--- src/soc_params.svh ---
`ifndef SOC_PARAMS_SVH
`define SOC_PARAMS_SVH

// ########################################
// bus widths
// ########################################
`define ADDR_W 32
`define DATA_W 64
`define STRB_W 8

// ########################################
// clint window and registers
// ########################################
`define CLINT_BASE 32'h0200_0000
`define CLINT_SIZE 32'h0001_0000
`define MTIMECMP_OFS 32'h0000_4000
`define MTIME_OFS 32'h0000_bff8

// clocks per mtime tick
`define MTIME_DIV 1

`endif

--- src/bus_pkg.sv ---
`include "soc_params.svh"

package bus_pkg;

    // single access from the data port
    typedef struct packed {
        logic [`ADDR_W-1:0] addr;
        logic [`DATA_W-1:0] wdata;
        logic [`STRB_W-1:0] wstrb;
        logic               write;
    } data_req_t;

    typedef struct packed {
        logic [`DATA_W-1:0] rdata;
        logic               err;
    } bus_resp_t;

    // ########################################
    // single beat external bus channels
    // ########################################
    typedef struct packed {
        logic [`ADDR_W-1:0] addr;
    } axi_aw_t;

    typedef struct packed {
        logic [`ADDR_W-1:0] addr;
    } axi_ar_t;

    typedef struct packed {
        logic [`DATA_W-1:0] data;
        logic [`STRB_W-1:0] strb;
    } axi_w_t;

    typedef struct packed {
        logic [1:0] resp;
    } axi_b_t;

    typedef struct packed {
        logic [`DATA_W-1:0] data;
        logic [1:0]         resp;
    } axi_r_t;

endpackage

--- src/ctrl_pkg.sv ---
package ctrl_pkg;

    // arbiter fsm
    typedef enum logic [2:0] {
        st_idle,
        st_fetch_ar,
        st_fetch_r,
        st_data_ar,
        st_data_r,
        st_data_aw,
        st_data_b,
        st_clint
    } arb_state_e;

    typedef enum logic [1:0] {
        op_fetch,
        op_load,
        op_store
    } access_op_e;

endpackage

--- src/arbiter_ctrl.sv ---
module arbiter_ctrl import ctrl_pkg::*; (
    input  logic clock,
    input  logic reset,
    input  logic fetch_valid,
    input  logic data_valid,
    input  logic data_write,
    input  logic is_clint,
    input  logic aw_ready,
    input  logic w_ready,
    input  logic ar_ready,
    input  logic b_valid,
    input  logic r_valid,
    output logic rst_sync,
    output logic fetch_ready,
    output logic data_ready,
    output logic grant_fetch,
    output logic grant_data,
    output logic clint_sel,
    output logic rsp_fetch,
    output logic rsp_data,
    output logic fetch_rvalid,
    output logic data_rvalid,
    output logic aw_valid,
    output logic w_valid,
    output logic ar_valid,
    output logic b_ready,
    output logic r_ready
);

    logic       rst_meta;
    arb_state_e state;
    arb_state_e state_next;
    logic       aw_done;     // aw already transferred
    logic       w_done;
    logic       aw_ok;
    logic       w_ok;
    logic       clint_wait;  // second cycle of a clint access
    logic       rsp_fetch_q;
    logic       rsp_data_q;

    // async assert and release after two clocks
    always_ff @(posedge clock or posedge reset) begin
        if (reset) begin
            rst_meta <= 1'b1;
            rst_sync <= 1'b1;
        end else begin
            rst_meta <= 1'b0;
            rst_sync <= rst_meta;
        end
    end

    // ########################################
    // grant with the data port first
    // ########################################
    assign grant_data  = (state == st_idle) && data_valid;
    assign grant_fetch = (state == st_idle) && fetch_valid && !data_valid;
    assign data_ready  = grant_data;
    assign fetch_ready = grant_fetch;

    assign aw_valid  = (state == st_data_aw) && !aw_done;
    assign w_valid   = (state == st_data_aw) && !w_done;
    assign ar_valid  = (state == st_fetch_ar) || (state == st_data_ar);
    assign r_ready   = (state == st_fetch_r) || (state == st_data_r);
    assign b_ready   = (state == st_data_b);
    assign clint_sel = (state == st_clint) && !clint_wait;

    assign aw_ok = aw_done || aw_ready;
    assign w_ok  = w_done || w_ready;

    always_comb begin
        state_next = state;
        case (state)
            st_idle: begin
                if (data_valid) begin
                    if (is_clint)
                        state_next = st_clint;
                    else if (data_write)
                        state_next = st_data_aw;
                    else
                        state_next = st_data_ar;
                end else if (fetch_valid) begin
                    state_next = st_fetch_ar;
                end
            end
            st_fetch_ar: if (ar_ready) state_next = st_fetch_r;
            st_fetch_r:  if (r_valid) state_next = st_idle;
            st_data_ar:  if (ar_ready) state_next = st_data_r;
            st_data_r:   if (r_valid) state_next = st_idle;
            st_data_aw:  if (aw_ok && w_ok) state_next = st_data_b;
            st_data_b:   if (b_valid) state_next = st_idle;
            st_clint:    if (clint_wait) state_next = st_idle;
            default:     state_next = st_idle;
        endcase
    end

    always_ff @(posedge clock or posedge rst_sync) begin
        if (rst_sync) begin
            state       <= st_idle;
            aw_done     <= 1'b0;
            w_done      <= 1'b0;
            clint_wait  <= 1'b0;
            rsp_fetch_q <= 1'b0;
            rsp_data_q  <= 1'b0;
        end else begin
            state      <= state_next;
            clint_wait <= (state == st_clint) && !clint_wait;
            if ((state == st_data_aw) && !(aw_ok && w_ok)) begin
                aw_done <= aw_ok;
                w_done  <= w_ok;
            end else begin
                aw_done <= 1'b0;
                w_done  <= 1'b0;
            end
            rsp_fetch_q <= (state == st_fetch_r) && r_valid;
            rsp_data_q  <= ((state == st_data_r) && r_valid) ||
                           ((state == st_data_b) && b_valid) ||
                           ((state == st_clint) && clint_wait);
        end
    end

    // response pulse one cycle after the r/b transfer
    assign rsp_fetch    = rsp_fetch_q;
    assign rsp_data     = rsp_data_q;
    assign fetch_rvalid = rsp_fetch_q;
    assign data_rvalid  = rsp_data_q;

    a_one_grant: assert property (@(posedge clock) disable iff (rst_sync)
        !(grant_fetch && grant_data));
    a_aw_hold: assert property (@(posedge clock) disable iff (rst_sync)
        (aw_valid && !aw_ready) |=> aw_valid);
    a_ar_hold: assert property (@(posedge clock) disable iff (rst_sync)
        (ar_valid && !ar_ready) |=> ar_valid);
    a_idle_exit: assert property (@(posedge clock) disable iff (rst_sync)
        ((state == st_idle) && !grant_fetch && !grant_data) |=> (state == st_idle));

endmodule

--- src/bus_route.sv ---
`include "soc_params.svh"

module bus_route import bus_pkg::*; import ctrl_pkg::*; (
    input  logic               clock,
    input  logic               rst_sync,
    input  logic [`ADDR_W-1:0] fetch_addr,
    input  data_req_t          data_req,
    input  logic               grant_fetch,
    input  logic               grant_data,
    input  logic               clint_sel,
    input  logic               rsp_fetch,
    input  logic               rsp_data,
    input  axi_b_t             b,
    input  axi_r_t             r,
    input  logic               b_valid,
    input  logic               r_valid,
    input  bus_resp_t          clint_resp,
    output logic               is_clint,
    output axi_aw_t            aw,
    output axi_w_t             w,
    output axi_ar_t            ar,
    output data_req_t          clint_req,
    output bus_resp_t          fetch_resp,
    output bus_resp_t          data_resp
);

    logic [`ADDR_W-1:0] addr_q;
    logic [`DATA_W-1:0] wdata_q;
    logic [`STRB_W-1:0] wstrb_q;
    logic [`ADDR_W-1:0] data_ofs;
    access_op_e         op_q;
    logic               clint_pend;  // clint answer due this cycle
    bus_resp_t          resp_q;

    // fetch never reaches the clint
    assign data_ofs = data_req.addr - `CLINT_BASE;
    assign is_clint = grant_data && (data_ofs < `CLINT_SIZE);

    // ########################################
    // request latch
    // ########################################
    always_ff @(posedge clock) begin
        if (grant_data) begin
            addr_q  <= data_req.addr;
            wdata_q <= data_req.wdata;
            wstrb_q <= data_req.wstrb;
        end else if (grant_fetch) begin
            addr_q <= fetch_addr;
        end
    end

    always_ff @(posedge clock or posedge rst_sync) begin
        if (rst_sync) begin
            op_q       <= op_fetch;
            clint_pend <= 1'b0;
        end else begin
            clint_pend <= clint_sel;
            if (grant_data)
                op_q <= data_req.write ? op_store : op_load;
            else if (grant_fetch)
                op_q <= op_fetch;
        end
    end

    assign aw        = '{addr: addr_q};
    assign ar        = '{addr: addr_q};
    assign w         = '{data: wdata_q, strb: wstrb_q};
    assign clint_req = '{addr: addr_q, wdata: wdata_q, wstrb: wstrb_q,
                         write: (op_q == op_store)};

    // ########################################
    // response capture
    // ########################################
    always_ff @(posedge clock) begin
        if (clint_pend) begin
            resp_q.rdata <= clint_resp.rdata;
            resp_q.err   <= clint_resp.err;
        end else if (r_valid) begin
            resp_q.rdata <= r.data;
            resp_q.err   <= (r.resp != 2'b00);
        end else if (b_valid) begin
            resp_q.rdata <= '0;  // stores return zero
            resp_q.err   <= (b.resp != 2'b00);
        end
    end

    assign fetch_resp = rsp_fetch ? resp_q : '0;
    assign data_resp  = rsp_data ? resp_q : '0;

endmodule

--- src/clint_timer.sv ---
`include "soc_params.svh"

module clint_timer import bus_pkg::*; (
    input  logic      clock,
    input  logic      rst_sync,
    input  logic      clint_sel,
    input  data_req_t clint_req,
    output bus_resp_t clint_resp,
    output logic      timer_irq
);

    localparam int DIV_W = $clog2(`MTIME_DIV) + 1;

    logic [DIV_W-1:0]   presc;
    logic               tick;
    logic [`DATA_W-1:0] mtime;
    logic [`DATA_W-1:0] mtimecmp;
    logic [`ADDR_W-1:0] ofs;
    logic               hit_cmp;
    logic               hit_time;
    logic               cmp_wr;
    logic               time_wr;

    // byte lanes of new_val replace old_val where strb is set
    function automatic logic [`DATA_W-1:0] merge(
        input logic [`DATA_W-1:0] old_val,
        input logic [`DATA_W-1:0] new_val,
        input logic [`STRB_W-1:0] strb
    );
        logic [`DATA_W-1:0] res;
        res = old_val;
        for (int i = 0; i < `STRB_W; i++) begin
            if (strb[i])
                res[i*8 +: 8] = new_val[i*8 +: 8];
        end
        return res;
    endfunction

    assign ofs      = clint_req.addr - `CLINT_BASE;
    assign hit_cmp  = (ofs == `MTIMECMP_OFS);
    assign hit_time = (ofs == `MTIME_OFS);
    assign cmp_wr   = clint_sel && clint_req.write && hit_cmp;
    assign time_wr  = clint_sel && clint_req.write && hit_time;
    assign tick     = (presc == DIV_W'(`MTIME_DIV - 1));

    // ########################################
    // timer registers
    // ########################################
    always_ff @(posedge clock or posedge rst_sync) begin
        if (rst_sync) begin
            presc    <= '0;
            mtime    <= '0;
            mtimecmp <= '1;  // no irq out of reset
        end else begin
            presc <= tick ? '0 : presc + 1'b1;
            if (time_wr)
                mtime <= merge(mtime, clint_req.wdata, clint_req.wstrb);
            else if (tick)
                mtime <= mtime + 1'b1;
            if (cmp_wr)
                mtimecmp <= merge(mtimecmp, clint_req.wdata, clint_req.wstrb);
        end
    end

    // answer one cycle after select
    always_ff @(posedge clock) begin
        if (clint_sel) begin
            clint_resp.err <= !(hit_cmp || hit_time);
            if (clint_req.write)
                clint_resp.rdata <= '0;
            else if (hit_cmp)
                clint_resp.rdata <= mtimecmp;
            else if (hit_time)
                clint_resp.rdata <= mtime;
            else
                clint_resp.rdata <= '0;
        end
    end

    assign timer_irq = (mtime >= mtimecmp);

    a_mtime_mono: assert property (@(posedge clock) disable iff (rst_sync)
        !time_wr |=> (mtime >= $past(mtime)));

endmodule

--- src/mem_subsys_top.sv ---
`include "soc_params.svh"

module mem_subsys_top import bus_pkg::*; (
    input  logic               clock,
    input  logic               reset,
    // fetch port
    input  logic               fetch_valid,
    input  logic [`ADDR_W-1:0] fetch_addr,
    output logic               fetch_ready,
    output logic               fetch_rvalid,
    output bus_resp_t          fetch_resp,
    // data port
    input  logic               data_valid,
    input  data_req_t          data_req,
    output logic               data_ready,
    output logic               data_rvalid,
    output bus_resp_t          data_resp,
    // external bus
    output logic               aw_valid,
    input  logic               aw_ready,
    output axi_aw_t            aw,
    output logic               w_valid,
    input  logic               w_ready,
    output axi_w_t             w,
    input  logic               b_valid,
    output logic               b_ready,
    input  axi_b_t             b,
    output logic               ar_valid,
    input  logic               ar_ready,
    output axi_ar_t            ar,
    input  logic               r_valid,
    output logic               r_ready,
    input  axi_r_t             r,
    output logic               timer_irq
);

    logic      rst_sync;
    logic      grant_fetch;
    logic      grant_data;
    logic      clint_sel;
    logic      rsp_fetch;
    logic      rsp_data;
    logic      is_clint;
    data_req_t clint_req;
    bus_resp_t clint_resp;

    arbiter_ctrl u_arbiter_ctrl (
        .clock, .reset, .fetch_valid, .data_valid,
        .data_write (data_req.write),
        .is_clint, .aw_ready, .w_ready, .ar_ready, .b_valid, .r_valid,
        .rst_sync, .fetch_ready, .data_ready, .grant_fetch, .grant_data,
        .clint_sel, .rsp_fetch, .rsp_data, .fetch_rvalid, .data_rvalid,
        .aw_valid, .w_valid, .ar_valid, .b_ready, .r_ready
    );

    bus_route u_bus_route (
        .clock, .rst_sync, .fetch_addr, .data_req, .grant_fetch, .grant_data,
        .clint_sel, .rsp_fetch, .rsp_data, .b, .r, .b_valid, .r_valid,
        .clint_resp, .is_clint, .aw, .w, .ar, .clint_req, .fetch_resp, .data_resp
    );

    clint_timer u_clint_timer (
        .clock, .rst_sync, .clint_sel, .clint_req, .clint_resp, .timer_irq
    );

endmodule

--- config.mk ---
export PLATFORM = sky130hd
export DESIGN_NAME = mem_subsys_top
export DESIGN_NICKNAME = d
export VERILOG_FILES = /design/src/bus_pkg.sv /design/src/ctrl_pkg.sv /design/src/arbiter_ctrl.sv /design/src/bus_route.sv /design/src/clint_timer.sv /design/src/mem_subsys_top.sv
export VERILOG_INCLUDE_DIRS = /design/src
export SDC_FILE = /design/constraint.sdc
export NUM_CORES = 1
export LEC_CHECK = 0
export ABC_AREA = 1
export BUFFER_PORTS_ARGS = -buffer_cell sky130_fd_sc_hd__buf_2
export CAP_MARGIN = 20
export CORE_MARGIN = 2
export CORE_UTILIZATION = 47
export CTS_CLUSTER_SIZE = 10
export DETAILED_ROUTE_END_ITERATION = 6
export HOLD_SLACK_MARGIN = 0.06
export PLACE_DENSITY = 0.71
export SLEW_MARGIN = 5
export SYNTH_ARGS = -nofsm -noshare
export SYNTH_HDL_FRONTEND = slang
export SYNTH_SLANG_ARGS = --single-unit
--- constraint.sdc ---
create_clock -name clock -period 5.55 [get_ports clock]
set_clock_uncertainty 0.05 [all_clocks]
set_input_delay 0.555 -clock clock [delete_from_list [all_inputs] [get_ports clock]]
set_output_delay 0.555 -clock clock [all_outputs]
set_load 0.01 [all_outputs]
Word level (Yosys, flattened, before mapping)
Cells that the tools add are included.
Widths: inputs -> output; s select.

word-level totals
  memories kept = 0
  RAM bits = 0
  bits in read-only memories = 0
  output and inout bits = 276
  bits in registers = 375
  latch bits = 0
  logic and storage cells = 153

cells by class
  order comparisons = 2
  bitwise gates (word level) = 0
  reduce and logical (&&, ||, !) cells = 52
  multiply operators = 0
  $add $sub $neg = 4
  mux-type cells = 36
  equal/unequal tests = 26
  div/mod/pow operators = 0
  shift-type cells = 0

operators with widths
  cell                    count
  $mux 65                 5
  $mux 64                 4
  $add 64x1->64 const B   1
  $ge 64x64->1            1
  $mux 32                 2
  $mux 8                  8
  $sub 32x26->32 const B  2
  $eq 32x15->1 const B    1
  $eq 32x16->1 const B    1
  $lt 32x17->1 const B    1
  $reduce_and 2->1        16
  $mux 3                  10
  $ne 2x2->1 const B      13
  $pmux 3 s7              1
  $logic_and 1x1->1       16
  $eq 3x3->1 const B      4
  $logic_or 1x1->1        7
  $reduce_and 7->1        1
  $eq 3x2->1 const B      2
  $logic_not 1->1         6
  $mux 2                  3
  $reduce_bool 2->1       3
  $ne 2x1->1 const B      2
  $eq 3x1->1 const B      1
  other kinds (7)         9

Longest topological paths before layout
  depth after elaboration = 6
  mapped depth = 15
  mapped depth without buffers = 15

Hierarchy
Synthesis repeated with hierarchy kept, for this count alone.

second synthesis, totals
  cell total of the unflattened synthesis = 2839
  area, all modules = 22261.4 um^2

by module, submodules not included
  module        cells an instance  instances  area an instance (um^2)
  clint_timer   1954               1          13202.7
  bus_route     800                1          8449.4
  arbiter_ctrl  85                 1          609.3

Worst setup path after synthesis
OpenSTA, ideal clock, no wires.

  kind = reg-to-output
  start point = register u_arbiter_ctrl.state[1]
  end point = output port data_ready
  required time = 4945 ps
  cell stages (with the launch flop) = 5
  data arrival time = 3043 ps
  path slack = 1902 ps
  cells stage by stage = dfrtp_1 > nor2_1 > nand2_1 > nor2_2 > clkbuf_1

on the way
  longest elaborated chain between the ends = 2

RTL lines
  element                   RTL line              text
  start: declaration        arbiter_ctrl.sv:31    arb_state_e state;
  start signal: assignment  arbiter_ctrl.sv:98    state <= st_idle;
  start signal: assignment  arbiter_ctrl.sv:105   state <= state_next;
  $logic_not 3->1           arbiter_ctrl.sv:55    assign grant_data = (state == st_idle) && data_valid;
  $logic_and 1x1->1         arbiter_ctrl.sv:55
  end: declaration          mem_subsys_top.sv:15  output logic data_ready,

Every way passes these cells.

Worst setup path after layout
  start point = register u_bus_route.addr_q[25], in the netlist u_bus_route.ar[25]
  end point = register u_clint_timer.mtimecmp[7]

on the way
  longest elaborated chain between the ends = 4

RTL lines
  element                            RTL line           text
  start: declaration                 bus_route.sv:27    logic [`ADDR_W-1:0] addr_q;
  start signal: assignment           bus_route.sv:44    addr_q <= data_req.addr;
  start signal: assignment           bus_route.sv:48    addr_q <= fetch_addr;
  $sub 32x26->32 (no source line)    --
  $eq 32x15->1 (no source line)      --
  $logic_and 1x1->1                  clint_timer.sv:42  assign cmp_wr = clint_sel && clint_req.write && hit_cmp;
  $reduce_and 2->1 (no source line)  --
  end signal: assignment             clint_timer.sv:61  mtimecmp <= merge(mtimecmp, clint_req.wdata, clint_req.wstrb);
  end: declaration                   clint_timer.sv:17  logic [`DATA_W-1:0] mtimecmp;

Every way passes these cells.
A chain may end at the register's enable or synchronous reset.

==> summary.md <==
| Metric | Value |
|---|---|
| Nets | 3280 |
| RSZ-0062 raised after global routing | false |
| Largest net degree at the start of global routing | 77 |
| Worst min-delay path category | input port to register |
| Power, Total | 8.11 mW |
| Setup_tns | 0 ns |
| Final worst path period need | about 3.7 ns |
| P per Cell Area | 322 mW/mm² |
| GP Congestion | 0.971 |
| I/O pins | 490 |
| Critical Path RT | 6.00 ns |
| Worst-margin pin slew | 1.14 ns |
| Layout area overhead | 19.6% |
| CTS tree | built |
| Cell area after layout | 0.0252 mm² |
| Number of stages on the worst hold path | 1 |
| Net Count, Synth | 2855 |
| DRC viols | 0 |
| Num rows | 77 |
| First-pass GRT wire length | 105000 µm |
| Mapped Avg Cell Area | approximately 8 µm² |
| Core area | 0.0442 mm² |
| Root Buffer | clkbuf_16 |
| Worst hold start | data_req[4] |
| Area leader, netlist | edfxtp_1 |
| Gates resized, CTS repair | 0 |
| Die height | between 200 and 250 µm |
| WP data arrival | 4.18 ns |
| 1st-pass router iterations | 5 |
| Total number of vias | 19200 |
| DP HPWL | 49600 µm |
| H-tree depth | 2 |
| Clk sinks | roughly 370 |
| Pleak | 12.4 nW |
| Clk slew on worst S/H paths | 0.05 ns |
| Worst VDD drop | 0.258 mV |
| Post-synthesis sequential area ratio | about half |
| Post-synthesis register bit count | 374 |
| EDFF count, synth | about 230 |
| Post-synth ARST share | a little under two fifths |
| Crit Path Category | register to register |
| Final period utilization | ~67% |
| Maximum clock insertion buffer count | 3 |
| Setup ws final | about 1.8 ns |
| Top post-synthesis cells by area | edfxtp_1 (33%), nand2_1 (16%), dfrtp_1 (8.8%) |
| R2R Setup Slk | 1.82 ns |
| GRT Total Usage | 28.6% |
| Multi-input logic area | 0.00851 mm² |
| Status | completed |
| GRT overflow | 0 |
| CTS Buf Count | 45 |
| Dpl cell area | 0.0238 mm² |
| Commonest non-fill, non-tap cell in the layout | nand2_1 |
| Clock latency on the worst-skew pair | 0.58 ns |
| Routed WL per cell | 18.4 µm |
| Worst reg2reg endpoint | u_clint_timer.mtimecmp[7] |
| Yosys cell types | 45 |
| DRT iter0 DRCs | ~1500 |
| Max-slew violations | 0 |
| Pre-CTS WS | 1.93 ns |
| CP endpoint kind | register |
| Commonest non-fill, non-tap cells in the layout | nand2_1 (878), buf_2 (489), inv_1 (327) |
| R2R Path Start | u_bus_route.ar[25] |
| Fill count | 4038 |
| Synth Instances | between 2000 and 3000 |
| Vias in the first global route | 18600 |
| Max Cap Violations | 0 |
| DRT antenna net count | 0 |
| Drt total wl | 66700 µm |
| Register area | 0.0106 mm² |
| Layout cell share with drive strength beyond 1 | 22.6% |
| Final Hold Vio Count | 0 |
| Dominant synthesized flop cell | edfxtp_1 |
| I/O Buffers | 489 |
| Endpoint, Worst Hold | u_bus_route.wstrb_q[3] |
| Die Area | 0.0465 mm² |
| Synth top area share | roughly 33% |
| Ys Warns | 0 |
| Final setup vio count | 0 |
| Die W | 216 µm |
| Initial core utilization | a little under half |
| Via/cell ratio | 5.30 |
| F_max | 268 MHz |
| Startpoint Class | register |
| Slew margin rel. | 23.7% |
| Crit-path max FO | 35 |
| Cell depth of the worst flop-to-flop path | 12 |
| Initial antenna violation count | 1 |
| Synthesized area | about 0.021 mm² |
what timing repair did:
| action | 4_1_cts | 5_1_grt |
|---|---|---|
| hold buffers | 1 | 0 |
| endpoints found under the hold margin | 2 | 0 |
| setup buffers | 0 | 0 |
per-stage QoR:
stage | cells | util [%] | hold WS [ns]
detailed placement | 3543 | 53.8 | 0.306
finish | 3629 | 57.0 | 0.0988
global placement | 3541 | 53.6 | 0.297
global route | 3629 | 57.0 | 0.0837
floorplan | 2574 | - | 0.295
CTS | 3628 | 56.9 | 0.0770
synth_stat cells, types with 34 or more instances:
| library cell | instances |
|---|---|
| nand2_1 | 880 |
| inv_1 | 328 |
| edfxtp_1 | 234 |
| nor2_1 | 177 |
| nand3_1 | 159 |
| nand4_1 | 102 |
| a21oi_1 | 101 |
| o21ai_0 | 78 |
| dfrtp_1 | 74 |
| ha_1 | 67 |
| dfstp_2 | 66 |
| a22o_1 | 64 |
| clkbuf_1 | 55 |
| buf_4 | 34 |
per-layer routing:
metal / global-route usage (%) / part of all wire (%) / up-vias
met5: 0 / 0 / -
met4: 9.61 / 2.9 / 0
met3: 3.85 / 6.5 / 110
met2: 46.9 / 47 / 754
met1: 39.1 / 44 / 9129
li1: - / - / 9249
cell families after synthesis:
logic type                 synth area share, %
AOI/OAI and AO/OA                         7.60
xor gates and xnor gates                 0.499
adders and majority gates                 3.98
buffers and inverters                     9.37
DFF                                       50.4
other                                   0.0178
and+or+nand+nor                           28.2
critical path: stages, from the launching register on:
cell      delay, ns
edfxtp_1       0.38
inv_1          0.06
ha_1           0.28
nand3_1        0.07
nor2_1         0.14
inv_1          0.09
nor2_4         0.69
nand2_1        0.21
nor2_2         0.92
buf_4          0.42
nand2_2        0.16
nand2_1        0.11
nand2_1        0.05
sequential cells by signal, indices dropped and copies added (netlist names):
register and count:
u_bus_route.clint_pend 1, u_arbiter_ctrl.aw_done 1, u_bus_route.wdata_q 64, u_arbiter_ctrl.fetch_rvalid 1, u_bus_route.op_q 2, u_arbiter_ctrl.state 3
u_arbiter_ctrl.rst_meta 1, u_clint_timer.mtime 64, u_clint_timer.mtimecmp 64, u_arbiter_ctrl.w_done 1, u_bus_route.wstrb_q 8, u_bus_route.resp_q 65
u_arbiter_ctrl.data_rvalid 1, u_arbiter_ctrl.rst_sync 1, u_bus_route.ar 32, u_clint_timer.clint_resp 65
power by group:
part	total, mW	internal [mW]	switching [mW]
registers	3.71	3.42	0.290
clock network	2.81	1.68	1.12
logic	1.59	0.523	1.07
how the worst max path moves through the flow:
stage | to | from | slack, ns | cells after the start
after floorplan | u_arbiter_ctrl.aw_done | u_arbiter_ctrl.rst_sync | 1.58 | 1
after global placement | u_clint_timer.mtimecmp[4] | u_bus_route.ar[25] | 2.02 | 12
after detailed placement | u_clint_timer.mtimecmp[7] | u_bus_route.ar[25] | 1.93 | 12
after CTS | u_clint_timer.mtimecmp[3] | u_bus_route.ar[25] | 1.87 | 12
after global routing | u_clint_timer.mtimecmp[5] | u_bus_route.ar[25] | 1.58 | 12
final | u_clint_timer.mtimecmp[7] | u_bus_route.ar[25] | 1.82 | 12
layout make-up:
| cell class | instances | share of cell area, % |
|---|---|---|
| Multi-Input combinational cell | 1734 | 33.8 |
| Inverter | 331 | 4.95 |
| Timing Repair Buffer | 513 | 10.6 |
| Antenna cell | 1 | 0.00994 |
| Tap cell | 592 | 2.94 |
| Clock buffer | 80 | 5.37 |
| Clock inverter | 4 | 0.189 |
| Sequential cell | 374 | 42.2 |
Note: power is estimated with default switching activity, not from simulation.
